`src/design/issue_cfg.svh`:
```
`ifndef ISS_CFG_SVH
`define ISS_CFG_SVH

// integer datapath width
`define ISS_XLEN 32

// integer register file size and index width
`define ISS_NR_REGS 32
`define ISS_REG_ADDR_W 5

// write ports coming back from the commit stage
`define ISS_NR_COMMIT 2

// scoreboard tag and opaque operation code widths
`define ISS_TRANS_ID_W 3
`define ISS_OP_W 6

`endif

```
`src/design/issue_pkg.sv`:
```
`default_nettype none

`include "issue_cfg.svh"

package issue_pkg;

  // one integer data word
  typedef logic [`ISS_XLEN-1:0] xlen_t;

  // index into the integer register file
  typedef logic [`ISS_REG_ADDR_W-1:0] reg_addr_t;

  // scoreboard entry tag, travels with the instruction to the unit
  typedef logic [`ISS_TRANS_ID_W-1:0] trans_id_t;

  // operation code, not decoded here
  typedef logic [`ISS_OP_W-1:0] fu_op_t;

  // functional units, NONE also marks a free entry in the clobber table
  typedef enum logic [2:0] {
    NONE,
    LOAD,
    STORE,
    ALU,
    CTRL_FLOW,
    MULT,
    CSR
  } fu_t;

endpackage

`default_nettype wire

```
`src/design/fu_dispatch.sv`:
```
`timescale 1ns/1ns
`default_nettype none

`include "issue_cfg.svh"

module fu_dispatch
  import issue_pkg::*;
(
  input  wire logic      clk_i,
  input  wire logic      rst_uarch_ni,
  // valid and ack both high this cycle
  input  wire logic      transfer_i,
  input  wire logic      ex_valid_i,
  input  wire logic      flush_i,
  input  wire fu_t       fu_i,
  input  wire fu_op_t    op_i,
  input  wire trans_id_t trans_id_i,
  input  wire xlen_t     operand_a_i,
  input  wire xlen_t     operand_b_i,
  input  wire xlen_t     imm_i,
  // registered payload towards the units
  output xlen_t          operand_a_o,
  output xlen_t          operand_b_o,
  output xlen_t          imm_o,
  output fu_t            fu_o,
  output fu_op_t         op_o,
  output trans_id_t      trans_id_o,
  // one-cycle unit valids
  output logic           alu_valid_o,
  output logic           branch_valid_o,
  output logic           mult_valid_o,
  output logic           lsu_valid_o,
  output logic           csr_valid_o,
  output logic           mult_pending_o
);

  // ------------------------------------------------------------
  // ID/EX payload register
  // ------------------------------------------------------------
  // follows the inputs every cycle, qualified later by the valids
  always_ff @(posedge clk_i or negedge rst_uarch_ni) begin
    if (!rst_uarch_ni) begin
      operand_a_o <= '0;
      operand_b_o <= '0;
      imm_o       <= '0;
      fu_o        <= NONE;
      op_o        <= '0;
      trans_id_o  <= '0;
    end else begin
      operand_a_o <= operand_a_i;
      operand_b_o <= operand_b_i;
      imm_o       <= imm_i;
      fu_o        <= fu_i;
      op_o        <= op_i;
      trans_id_o  <= trans_id_i;
    end
  end

  // ------------------------------------------------------------
  // unit valids
  // ------------------------------------------------------------
  // cleared by default so each valid lasts a single cycle
  // exceptions pass through without starting a unit
  always_ff @(posedge clk_i or negedge rst_uarch_ni) begin
    if (!rst_uarch_ni) begin
      alu_valid_o    <= 1'b0;
      branch_valid_o <= 1'b0;
      mult_valid_o   <= 1'b0;
      lsu_valid_o    <= 1'b0;
      csr_valid_o    <= 1'b0;
    end else begin
      alu_valid_o    <= 1'b0;
      branch_valid_o <= 1'b0;
      mult_valid_o   <= 1'b0;
      lsu_valid_o    <= 1'b0;
      csr_valid_o    <= 1'b0;
      if (transfer_i && !ex_valid_i && !flush_i) begin
        case (fu_i)
          ALU:         alu_valid_o    <= 1'b1;
          CTRL_FLOW:   branch_valid_o <= 1'b1;
          MULT:        mult_valid_o   <= 1'b1;
          LOAD, STORE: lsu_valid_o    <= 1'b1;
          CSR:         csr_valid_o    <= 1'b1;
          default:     ;
        endcase
      end
    end
  end

  // fed back to the arbiter for the shared result bus
  assign mult_pending_o = mult_valid_o;

endmodule

`default_nettype wire

```
`src/design/int_regfile.sv`:
```
`timescale 1ns/1ns
`default_nettype none

`include "issue_cfg.svh"

module int_regfile
  import issue_pkg::*;
(
  input  wire logic                         clk_i,
  input  wire logic                         rst_uarch_ni,
  // two read ports, one per source operand
  input  wire reg_addr_t                    raddr_a_i,
  input  wire reg_addr_t                    raddr_b_i,
  output xlen_t                             rdata_a_o,
  output xlen_t                             rdata_b_o,
  // commit write ports
  input  wire reg_addr_t [`ISS_NR_COMMIT-1:0] waddr_i,
  input  wire xlen_t     [`ISS_NR_COMMIT-1:0] wdata_i,
  input  wire logic      [`ISS_NR_COMMIT-1:0] we_i
);

  xlen_t regs_q [`ISS_NR_REGS];

  // ------------------------------------------------------------
  // write side
  // ------------------------------------------------------------
  // ports are walked in order, so the highest port wins a collision
  // x0 is skipped and keeps its reset value of zero
  always_ff @(posedge clk_i or negedge rst_uarch_ni) begin
    if (!rst_uarch_ni) begin
      for (int unsigned r = 0; r < `ISS_NR_REGS; r++) begin
        regs_q[r] <= '0;
      end
    end else begin
      for (int unsigned p = 0; p < `ISS_NR_COMMIT; p++) begin
        if (we_i[p] && (waddr_i[p] != '0)) begin
          regs_q[waddr_i[p]] <= wdata_i[p];
        end
      end
    end
  end

  // ------------------------------------------------------------
  // read side
  // ------------------------------------------------------------
  // combinational, a write becomes visible the cycle after the edge
  // x0 decoded explicitly so it reads zero regardless of storage
  assign rdata_a_o = (raddr_a_i == '0) ? '0 : regs_q[raddr_a_i];
  assign rdata_b_o = (raddr_b_i == '0) ? '0 : regs_q[raddr_b_i];

endmodule

`default_nettype wire

```
`src/design/issue_arbiter.sv`:
```
`timescale 1ns/1ns
`default_nettype none

`include "issue_cfg.svh"

module issue_arbiter
  import issue_pkg::*;
(
  input  wire logic                           issue_valid_i,
  input  wire fu_t                            fu_i,
  input  wire reg_addr_t                      rd_i,
  input  wire logic                           ex_valid_i,
  input  wire fu_t       [`ISS_NR_REGS-1:0]   rd_clobber_i,
  // commit ports, only address and enable matter here
  input  wire reg_addr_t [`ISS_NR_COMMIT-1:0] waddr_i,
  input  wire logic      [`ISS_NR_COMMIT-1:0] we_i,
  input  wire logic                           operand_stall_i,
  input  wire logic                           flu_ready_i,
  input  wire logic                           lsu_ready_i,
  // a multiply was dispatched last cycle
  input  wire logic                           mult_pending_i,
  output logic                                issue_ack_o
);

  logic fu_busy;
  logic rd_free;

  // readiness of the unit this instruction needs
  // fixed latency units share one ready, load and store share the LSU
  always_comb begin : unit_busy
    unique case (fu_i)
      ALU, CTRL_FLOW, CSR, MULT: fu_busy = ~flu_ready_i;
      LOAD, STORE:               fu_busy = ~lsu_ready_i;
      default:                   fu_busy = 1'b0;
    endcase
  end

  // ------------------------------------------------------------
  // WAW check
  // ------------------------------------------------------------
  // rd is free when nobody claims it, or when the current owner
  // retires through a commit port in this very cycle
  always_comb begin : waw_check
    rd_free = (rd_clobber_i[rd_i] == NONE);
    for (int unsigned i = 0; i < `ISS_NR_COMMIT; i++) begin
      if (we_i[i] && (waddr_i[i] == rd_i)) begin
        rd_free = 1'b1;
      end
    end
  end

  // ------------------------------------------------------------
  // acknowledge
  // ------------------------------------------------------------
  always_comb begin : issue_ack
    issue_ack_o = 1'b0;
    if (issue_valid_i) begin
      if (!operand_stall_i && !fu_busy && rd_free) begin
        issue_ack_o = 1'b1;
      end
      // exceptions and unit-less instructions need no unit and no operands
      if (ex_valid_i || (fu_i == NONE)) begin
        issue_ack_o = 1'b1;
      end
    end
    // multiplier and the other fixed latency units share a result bus,
    // so they may not follow a multiply back to back
    if (mult_pending_i && (fu_i inside {ALU, CTRL_FLOW, CSR})) begin
      issue_ack_o = 1'b0;
    end
  end

endmodule

`default_nettype wire

```
`src/design/issue_read_operands.sv`:
```
`timescale 1ns/1ns
`default_nettype none

`include "issue_cfg.svh"

module issue_read_operands
  import issue_pkg::*;
(
  input  wire logic                           clk_i,
  input  wire logic                           rst_uarch_ni,
  // decoded instruction from the scoreboard
  input  wire logic                           issue_valid_i,
  input  wire fu_t                            issue_fu_i,
  input  wire fu_op_t                         issue_op_i,
  input  wire reg_addr_t                      issue_rs1_i,
  input  wire reg_addr_t                      issue_rs2_i,
  input  wire reg_addr_t                      issue_rd_i,
  input  wire xlen_t                          issue_imm_i,
  input  wire xlen_t                          issue_pc_i,
  input  wire trans_id_t                      issue_trans_id_i,
  input  wire logic                           issue_use_pc_i,
  input  wire logic                           issue_use_imm_i,
  input  wire logic                           issue_use_zimm_i,
  input  wire logic                           issue_ex_valid_i,
  output logic                                issue_ack_o,
  // scoreboard clobber table and forward poll
  input  wire fu_t       [`ISS_NR_REGS-1:0]   rd_clobber_i,
  output reg_addr_t                           rs1_o,
  output reg_addr_t                           rs2_o,
  input  wire xlen_t                          rs1_fwd_i,
  input  wire logic                           rs1_fwd_valid_i,
  input  wire xlen_t                          rs2_fwd_i,
  input  wire logic                           rs2_fwd_valid_i,
  // commit write ports
  input  wire reg_addr_t [`ISS_NR_COMMIT-1:0] waddr_i,
  input  wire xlen_t     [`ISS_NR_COMMIT-1:0] wdata_i,
  input  wire logic      [`ISS_NR_COMMIT-1:0] we_i,
  // control and unit readiness
  input  wire logic                           flush_i,
  input  wire logic                           stall_i,
  input  wire logic                           flu_ready_i,
  input  wire logic                           lsu_ready_i,
  // unregistered operands
  output xlen_t                               rs1_forwarding_o,
  output xlen_t                               rs2_forwarding_o,
  // registered payload and unit valids
  output xlen_t                               operand_a_o,
  output xlen_t                               operand_b_o,
  output xlen_t                               imm_o,
  output fu_t                                 fu_o,
  output fu_op_t                              op_o,
  output trans_id_t                           trans_id_o,
  output logic                                alu_valid_o,
  output logic                                branch_valid_o,
  output logic                                mult_valid_o,
  output logic                                lsu_valid_o,
  output logic                                csr_valid_o
);

  xlen_t rdata_a;
  xlen_t rdata_b;
  xlen_t operand_a_n;
  xlen_t operand_b_n;
  xlen_t imm_n;
  logic  forward_rs1;
  logic  forward_rs2;
  logic  operand_stall;
  logic  mult_pending;
  logic  transfer;

  // source indices go straight to the scoreboard for the forward lookup
  assign rs1_o    = issue_rs1_i;
  assign rs2_o    = issue_rs2_i;
  assign transfer = issue_valid_i && issue_ack_o;

  // operand mux output before the ID/EX register
  assign rs1_forwarding_o = operand_a_n;
  assign rs2_forwarding_o = operand_b_n;

  // ------------------------------------------------------------
  // register file and hazard checks
  // ------------------------------------------------------------
  int_regfile u_regfile (
    .clk_i        (clk_i),
    .rst_uarch_ni (rst_uarch_ni),
    .raddr_a_i    (issue_rs1_i),
    .raddr_b_i    (issue_rs2_i),
    .rdata_a_o    (rdata_a),
    .rdata_b_o    (rdata_b),
    .waddr_i      (waddr_i),
    .wdata_i      (wdata_i),
    .we_i         (we_i)
  );

  operand_hazard u_hazard (
    .rs1_i           (issue_rs1_i),
    .rs2_i           (issue_rs2_i),
    .use_zimm_i      (issue_use_zimm_i),
    .rd_clobber_i    (rd_clobber_i),
    .rs1_fwd_valid_i (rs1_fwd_valid_i),
    .rs2_fwd_valid_i (rs2_fwd_valid_i),
    .stall_i         (stall_i),
    .forward_rs1_o   (forward_rs1),
    .forward_rs2_o   (forward_rs2),
    .operand_stall_o (operand_stall)
  );

  issue_arbiter u_arbiter (
    .issue_valid_i   (issue_valid_i),
    .fu_i            (issue_fu_i),
    .rd_i            (issue_rd_i),
    .ex_valid_i      (issue_ex_valid_i),
    .rd_clobber_i    (rd_clobber_i),
    .waddr_i         (waddr_i),
    .we_i            (we_i),
    .operand_stall_i (operand_stall),
    .flu_ready_i     (flu_ready_i),
    .lsu_ready_i     (lsu_ready_i),
    .mult_pending_i  (mult_pending),
    .issue_ack_o     (issue_ack_o)
  );

  // ------------------------------------------------------------
  // operand build and dispatch
  // ------------------------------------------------------------
  operand_select u_select (
    .fu_i          (issue_fu_i),
    .rs1_i         (issue_rs1_i),
    .pc_i          (issue_pc_i),
    .imm_i         (issue_imm_i),
    .use_pc_i      (issue_use_pc_i),
    .use_zimm_i    (issue_use_zimm_i),
    .use_imm_i     (issue_use_imm_i),
    .rdata_a_i     (rdata_a),
    .rdata_b_i     (rdata_b),
    .rs1_fwd_i     (rs1_fwd_i),
    .rs2_fwd_i     (rs2_fwd_i),
    .forward_rs1_i (forward_rs1),
    .forward_rs2_i (forward_rs2),
    .operand_a_o   (operand_a_n),
    .operand_b_o   (operand_b_n),
    .imm_o         (imm_n)
  );

  fu_dispatch u_dispatch (
    .clk_i          (clk_i),
    .rst_uarch_ni   (rst_uarch_ni),
    .transfer_i     (transfer),
    .ex_valid_i     (issue_ex_valid_i),
    .flush_i        (flush_i),
    .fu_i           (issue_fu_i),
    .op_i           (issue_op_i),
    .trans_id_i     (issue_trans_id_i),
    .operand_a_i    (operand_a_n),
    .operand_b_i    (operand_b_n),
    .imm_i          (imm_n),
    .operand_a_o    (operand_a_o),
    .operand_b_o    (operand_b_o),
    .imm_o          (imm_o),
    .fu_o           (fu_o),
    .op_o           (op_o),
    .trans_id_o     (trans_id_o),
    .alu_valid_o    (alu_valid_o),
    .branch_valid_o (branch_valid_o),
    .mult_valid_o   (mult_valid_o),
    .lsu_valid_o    (lsu_valid_o),
    .csr_valid_o    (csr_valid_o),
    .mult_pending_o (mult_pending)
  );

endmodule

`default_nettype wire

```
`src/design/operand_hazard.sv`:
```
`timescale 1ns/1ns
`default_nettype none

`include "issue_cfg.svh"

module operand_hazard
  import issue_pkg::*;
(
  input  wire reg_addr_t                 rs1_i,
  input  wire reg_addr_t                 rs2_i,
  // rs1 field holds an immediate, no register read
  input  wire logic                      use_zimm_i,
  // writer of each register, NONE when nothing is in flight
  input  wire fu_t [`ISS_NR_REGS-1:0]    rd_clobber_i,
  input  wire logic                      rs1_fwd_valid_i,
  input  wire logic                      rs2_fwd_valid_i,
  // external stall request
  input  wire logic                      stall_i,
  output logic                           forward_rs1_o,
  output logic                           forward_rs2_o,
  output logic                           operand_stall_o
);

  fu_t  rs1_writer;
  fu_t  rs2_writer;
  logic rs1_pending;
  logic rs2_pending;

  // look up who will write each source
  assign rs1_writer = rd_clobber_i[rs1_i];
  assign rs2_writer = rd_clobber_i[rs2_i];

  // zimm means rs1 is a constant, so it never waits
  assign rs1_pending = !use_zimm_i && (rs1_writer != NONE);
  assign rs2_pending = (rs2_writer != NONE);

  // ------------------------------------------------------------
  // forward decision
  // ------------------------------------------------------------
  // the scoreboard must already hold the result
  // CSR results only reach us through the register file
  assign forward_rs1_o = rs1_pending && rs1_fwd_valid_i && (rs1_writer != CSR);
  assign forward_rs2_o = rs2_pending && rs2_fwd_valid_i && (rs2_writer != CSR);

  // pending source that cannot be forwarded holds the instruction
  assign operand_stall_o = stall_i
                         || (rs1_pending && !forward_rs1_o)
                         || (rs2_pending && !forward_rs2_o);

endmodule

`default_nettype wire

```
`src/design/operand_select.sv`:
```
`timescale 1ns/1ns
`default_nettype none

`include "issue_cfg.svh"

module operand_select
  import issue_pkg::*;
(
  input  wire fu_t       fu_i,
  input  wire reg_addr_t rs1_i,
  input  wire xlen_t     pc_i,
  input  wire xlen_t     imm_i,
  input  wire logic      use_pc_i,
  input  wire logic      use_zimm_i,
  input  wire logic      use_imm_i,
  // register file read data
  input  wire xlen_t     rdata_a_i,
  input  wire xlen_t     rdata_b_i,
  // scoreboard forward values and their select
  input  wire xlen_t     rs1_fwd_i,
  input  wire xlen_t     rs2_fwd_i,
  input  wire logic      forward_rs1_i,
  input  wire logic      forward_rs2_i,
  output xlen_t          operand_a_o,
  output xlen_t          operand_b_o,
  output xlen_t          imm_o
);

  // ------------------------------------------------------------
  // operand mux, later overrides win
  // ------------------------------------------------------------
  always_comb begin : operand_mux
    // start from the register file
    operand_a_o = rdata_a_i;
    operand_b_o = rdata_b_i;
    if (forward_rs1_i) begin
      operand_a_o = rs1_fwd_i;
    end
    if (forward_rs2_i) begin
      operand_b_o = rs2_fwd_i;
    end
    // auipc, jal and friends
    if (use_pc_i) begin
      operand_a_o = pc_i;
    end
    // csr immediate forms, rs1 field zero extended
    if (use_zimm_i) begin
      operand_a_o = {{(`ISS_XLEN - `ISS_REG_ADDR_W){1'b0}}, rs1_i};
    end
    // stores and branches carry rs2 in b and the offset in imm
    if (use_imm_i && (fu_i != STORE) && (fu_i != CTRL_FLOW)) begin
      operand_b_o = imm_i;
    end
  end

  // immediate always goes out unchanged
  assign imm_o = imm_i;

endmodule

`default_nettype wire

```
`config.mk`:
```
export PLATFORM = sky130hd
export DESIGN_NAME = issue_read_operands
export DESIGN_NICKNAME = d
export VERILOG_FILES = /design/src/design/issue_pkg.sv /design/src/design/fu_dispatch.sv /design/src/design/int_regfile.sv /design/src/design/issue_arbiter.sv /design/src/design/issue_read_operands.sv /design/src/design/operand_hazard.sv /design/src/design/operand_select.sv
export VERILOG_INCLUDE_DIRS = /design/src /design/src/design
export SDC_FILE = /design/constraint.sdc
export NUM_CORES = 2
export LEC_CHECK = 0
export ABC_CLOCK_PERIOD_IN_PS = 4050
export BUFFER_PORTS_ARGS = -buffer_cell sky130_fd_sc_hd__buf_2
export CORE_ASPECT_RATIO = 1.1
export CORE_MARGIN = 2
export CORE_UTILIZATION = 40
export CTS_CLUSTER_SIZE = 28
export DETAILED_ROUTE_END_ITERATION = 12
export PLACE_DENSITY = 0.55
export SYNTH_ARGS = -nofsm -noshare
export SYNTH_HDL_FRONTEND = slang
export SYNTH_SLANG_ARGS = --single-unit
```
`constraint.sdc`:
```
create_clock -name clk_i -period 4.05 [get_ports clk_i]
set_clock_uncertainty 0.15 [all_clocks]
set_input_delay 0.2025 -clock clk_i [delete_from_list [all_inputs] [get_ports clk_i]]
set_output_delay 0.2025 -clock clk_i [all_outputs]
set_load 0.02 [all_outputs]
```
==> flow_summary.toml <==
[critical_path]
path_depth = 5
r2r_start = "u_dispatch.mult_pending_o"
max_stage_delay_ps = 550
r2r-end = "u_dispatch.mult_pending_o"
startpoint_type = "flip-flop"
path_cells = "mux4_2 -> mux4_2 -> mux2i_1 -> o221ai_1 -> buf_2"
crit_fanout = 3
r2r_cells = 7
crit_path_frequent_cell = "mux4_2"
crit_arrival_ps = 3160
crit_buf_inv = 1
path_delay_family = "multiplexers"
r2r_slack_ps = 1040
cp-end-kind = "output port"
required_ps = 3700
startpoint = "u_regfile.regs_q[111]"
cpMaxStageDelayCell = "mux2i_1"
cp-endpoint = "rs2_forwarding_o[15]"
path_class = "flip-flop to output port"

[pwr]
peakVddDrop_mv = 0.495
comb_power_share = 0.274
switchingPower_mw = 12.5
pwr-share-clk = 0.313
p_seq_frac = 0.413
power_density_nw_per_um2 = 483
leakage_nw = 35.3
switching_share = 0.314
p_int_mw = 27.3

[sta]
fin_tns_setup_ps = 0
fin_ws_ps = 538
drv_slew = 0
timing.fmax_mhz = 285
rsz0062_at_grt = "false"
period_minus_slack_ps = 3510
setup_viol = 0
layout_worst_path_cycle_share = 0.867
hold_viol = 0
max-slew-margin-rel = 0.159
worst_slew_pin_slew_ps = 1260

[routing]
via_per_inst = 6.41
drtPass1Iterations = 9
postRouteAntennaNets = 0
drt-total-wl_um = 293000
routedWlPerCell_um = 32.7
drt_iter0_drc = 7950
vias = 57400
drcViolationCount = 0

[cts]
cts_hold_buf = 321
max-clock-path-buffers = 3
cts_max_level = 4
cts_tree = "built"
cts-root-buf = "clkbuf_16"
clkSlewWorstSetupHoldPaths_ps = 60
clk_latency_ps = 810
numCtsBuffers = 135
postCtsSetupBuffers = 0
cts_resized = 0
cts.sinks = 1137

[grt]
grt_pass1_wl_um = 420000
grt_max_degree = 98
grt_pass1_vias = 55700
grt_overflow = 0
track_usage = 0.328
antenna_found_initial = 15

[synthesis]
synth_top_family_by_area = "multiplexers"
yosysWarnings = 0
synthMuxAreaShare = 0.365
synth.avg_cell_area_um2 = 11.3
synth_cell_types = 58
yosysTopAreaCell = "dfrtp_1"
syn_inst = 6153
synth_compound_area_frac = 0.103
synth.cell_area_um2 = 69400
async_reset_ff_frac = 1.00
ys.flop_type = "dfrtp_1"
yosys.area_share.simple = 0.0743
netlist_top_cells_count = "1137 x dfrtp_1, 942 x mux2i_1, 693 x nor2_1"
yosys_register_bits = 1137
yosysSeqAreaShare = 0.410
synth_area_leaders = "dfrtp_1 41%, mux4_2 22%, mux2i_1 14%"
synth-xor-area-share = 0.00188
synth_nets = 6493
synth_top_area_frac = 0.410
synthAdderAreaFrac = 0
synth.most_common_cell = "dfrtp_1"
synth-edff-count = 0

[die]
ioPinCount = 528
die_area_um2 = 177000
core_area_um2 = 173000
initial_utilization = 0.402
rows = 160
die_w_um = 401
die_h_um = 441

[place]
hpwl_um = 176000
place.gp.congestion = 0.927
portBuffers = 527
place_worst_setup_slack_ps = 576

[finish]
fin_nets = 6915
nFillCells = 15500
syn_to_final_growth_pct = 18.5
final_layout_size_suffix_gt1_frac = 0.266

[status]
status = "complete, no violations"

[min_path]
hold_class = "input port to flip-flop"

[job]
maxCapViolations = 0
## worst min path at each step
stage | startpoint | cells after the start | end
finish | issue_imm_i[13] | 2 | u_dispatch.imm_o[13]
global route | issue_imm_i[13] | 2 | u_dispatch.imm_o[13]
CTS | issue_imm_i[8] | 4 | u_dispatch.operand_b_o[8]
detailed placement | rst_uarch_ni | 1 | u_dispatch.alu_valid_o
global placement | rst_uarch_ni | 1 | u_dispatch.alu_valid_o
floorplan | rst_uarch_ni | 0 | u_dispatch.alu_valid_o
## registers in the layout, indices dropped and copies added (netlist names)
register and flops:
u_regfile.regs_q 1024, u_dispatch.imm_o 32, u_dispatch.operand_a_o 32, u_dispatch.operand_b_o 32, u_dispatch.op_o 6, u_dispatch.fu_o 3
u_dispatch.trans_id_o 3, u_dispatch.alu_valid_o 1, u_dispatch.branch_valid_o 1, u_dispatch.csr_valid_o 1, u_dispatch.lsu_valid_o 1, u_dispatch.mult_pending_o 1
## logic make-up after synthesis
kind of cell	Yosys count
xor+xnor	14
simple gates	1284
buf+inv	795
flops	1137
mux	1670
compound gates	1253
## stage by stage
step / instances / hold slack (ps) / power [mW] / cell area (um^2) / util
5_1_grt: 8939 / 29.8 / 41.4 / 82200 / 0.477
4_1_cts: 8936 / 1.18 / 39.7 / 82200 / 0.476
6_report: 8948 / 46.0 / 39.7 / 82300 / 0.477
3_5_place_dp: 8385 / 149 / 26.8 / 74600 / 0.432
2_1_floorplan: 6153 / -243 / 23.2 / 69400 / -
3_3_place_gp: 8385 / 154 / 26.5 / 74600 / 0.432
## power by group through the flow
stage / Sequential, mW / Clock [mW] / Combinational, mW
after floorplan: 15.8 / 0 / 7.34
after global placement: 16.3 / 0 / 10.1
after detailed placement: 16.5 / 0 / 10.4
after CTS: 16.3 / 12.6 / 10.8
after global routing: 16.7 / 13.1 / 11.6
final: 16.4 / 12.5 / 10.9
## worst reg2reg max path: stages, from the launching register on
cell and delay [ps]:
dfrtp_1 420, a21oi_1 130, nor4bb_1 370, nor3b_1 220, dlygate4sd3_1 600, nand4_2 90
dlygate4sd3_1 660, nor4bb_1 270
## layer usage
| layer | GRT usage | routed length, um | share of wire | vias up |
|---|---|---|---|---|
| li1 | - | - | - | 23700 |
| met5 | 0 | 34 | 0.00012 | - |
| met4 | 0.155 | 15900 | 0.054 | 6 |
| met3 | 0.0676 | 28800 | 0.098 | 708 |
| met1 | 0.453 | 118000 | 0.40 | 29400 |
| met2 | 0.496 | 130000 | 0.44 | 3563 |
## final cells by class
cell class              instances  area (um^2)  area share
clock buffers                 194         3960      0.0481
repair buffers               1045         8140      0.0990
multi-input cells            4221        38300       0.465
well taps                    2268         2840      0.0345
clock inverters                36          427     0.00519
diodes                         12         30.0    0.000365
inverters                      35          133     0.00161
flip-flops and latches       1137        28500       0.346
## placed cells by master, fill, tap and decap left out, types with 7 or more instances in the layout
cell type      synthesis  routed
or2_2                  7       7
nor3_2                 0       7
diode_2                0      12
buf_4                 15     143
clkbuf_1             595      29
nor4_1                18      18
nand2_1              427     394
o221ai_1              32      32
inv_1                 34      33
a211oi_1              16      16
o21ai_0              353     353
bufinv_16              0       7
a21oi_2                9       9
clkbuf_16              0     140
nand2_4                0      27
mux2_2                44      44
dlygate4sd3_1          0     320
dfrtp_1             1137    1137
mux4_2               683     683
mux2i_1              942     942
a221oi_2              19      19
clkbuf_8               0      26
xor2_1                 9       9
nor3_1                29      22
buf_2                 54     516
nor2_1               693     667
a221oi_1               9       9
buf_12                 0      57
nand2b_1              11      11
nor2b_1                9       9
a22oi_1                7       7
a32oi_1               96      96
nand3_1               68      65
nor2_4                 0      23
clkinv_2               0      19
a21oi_1              677     677
Note: power is estimated with default switching activity, not from simulation.
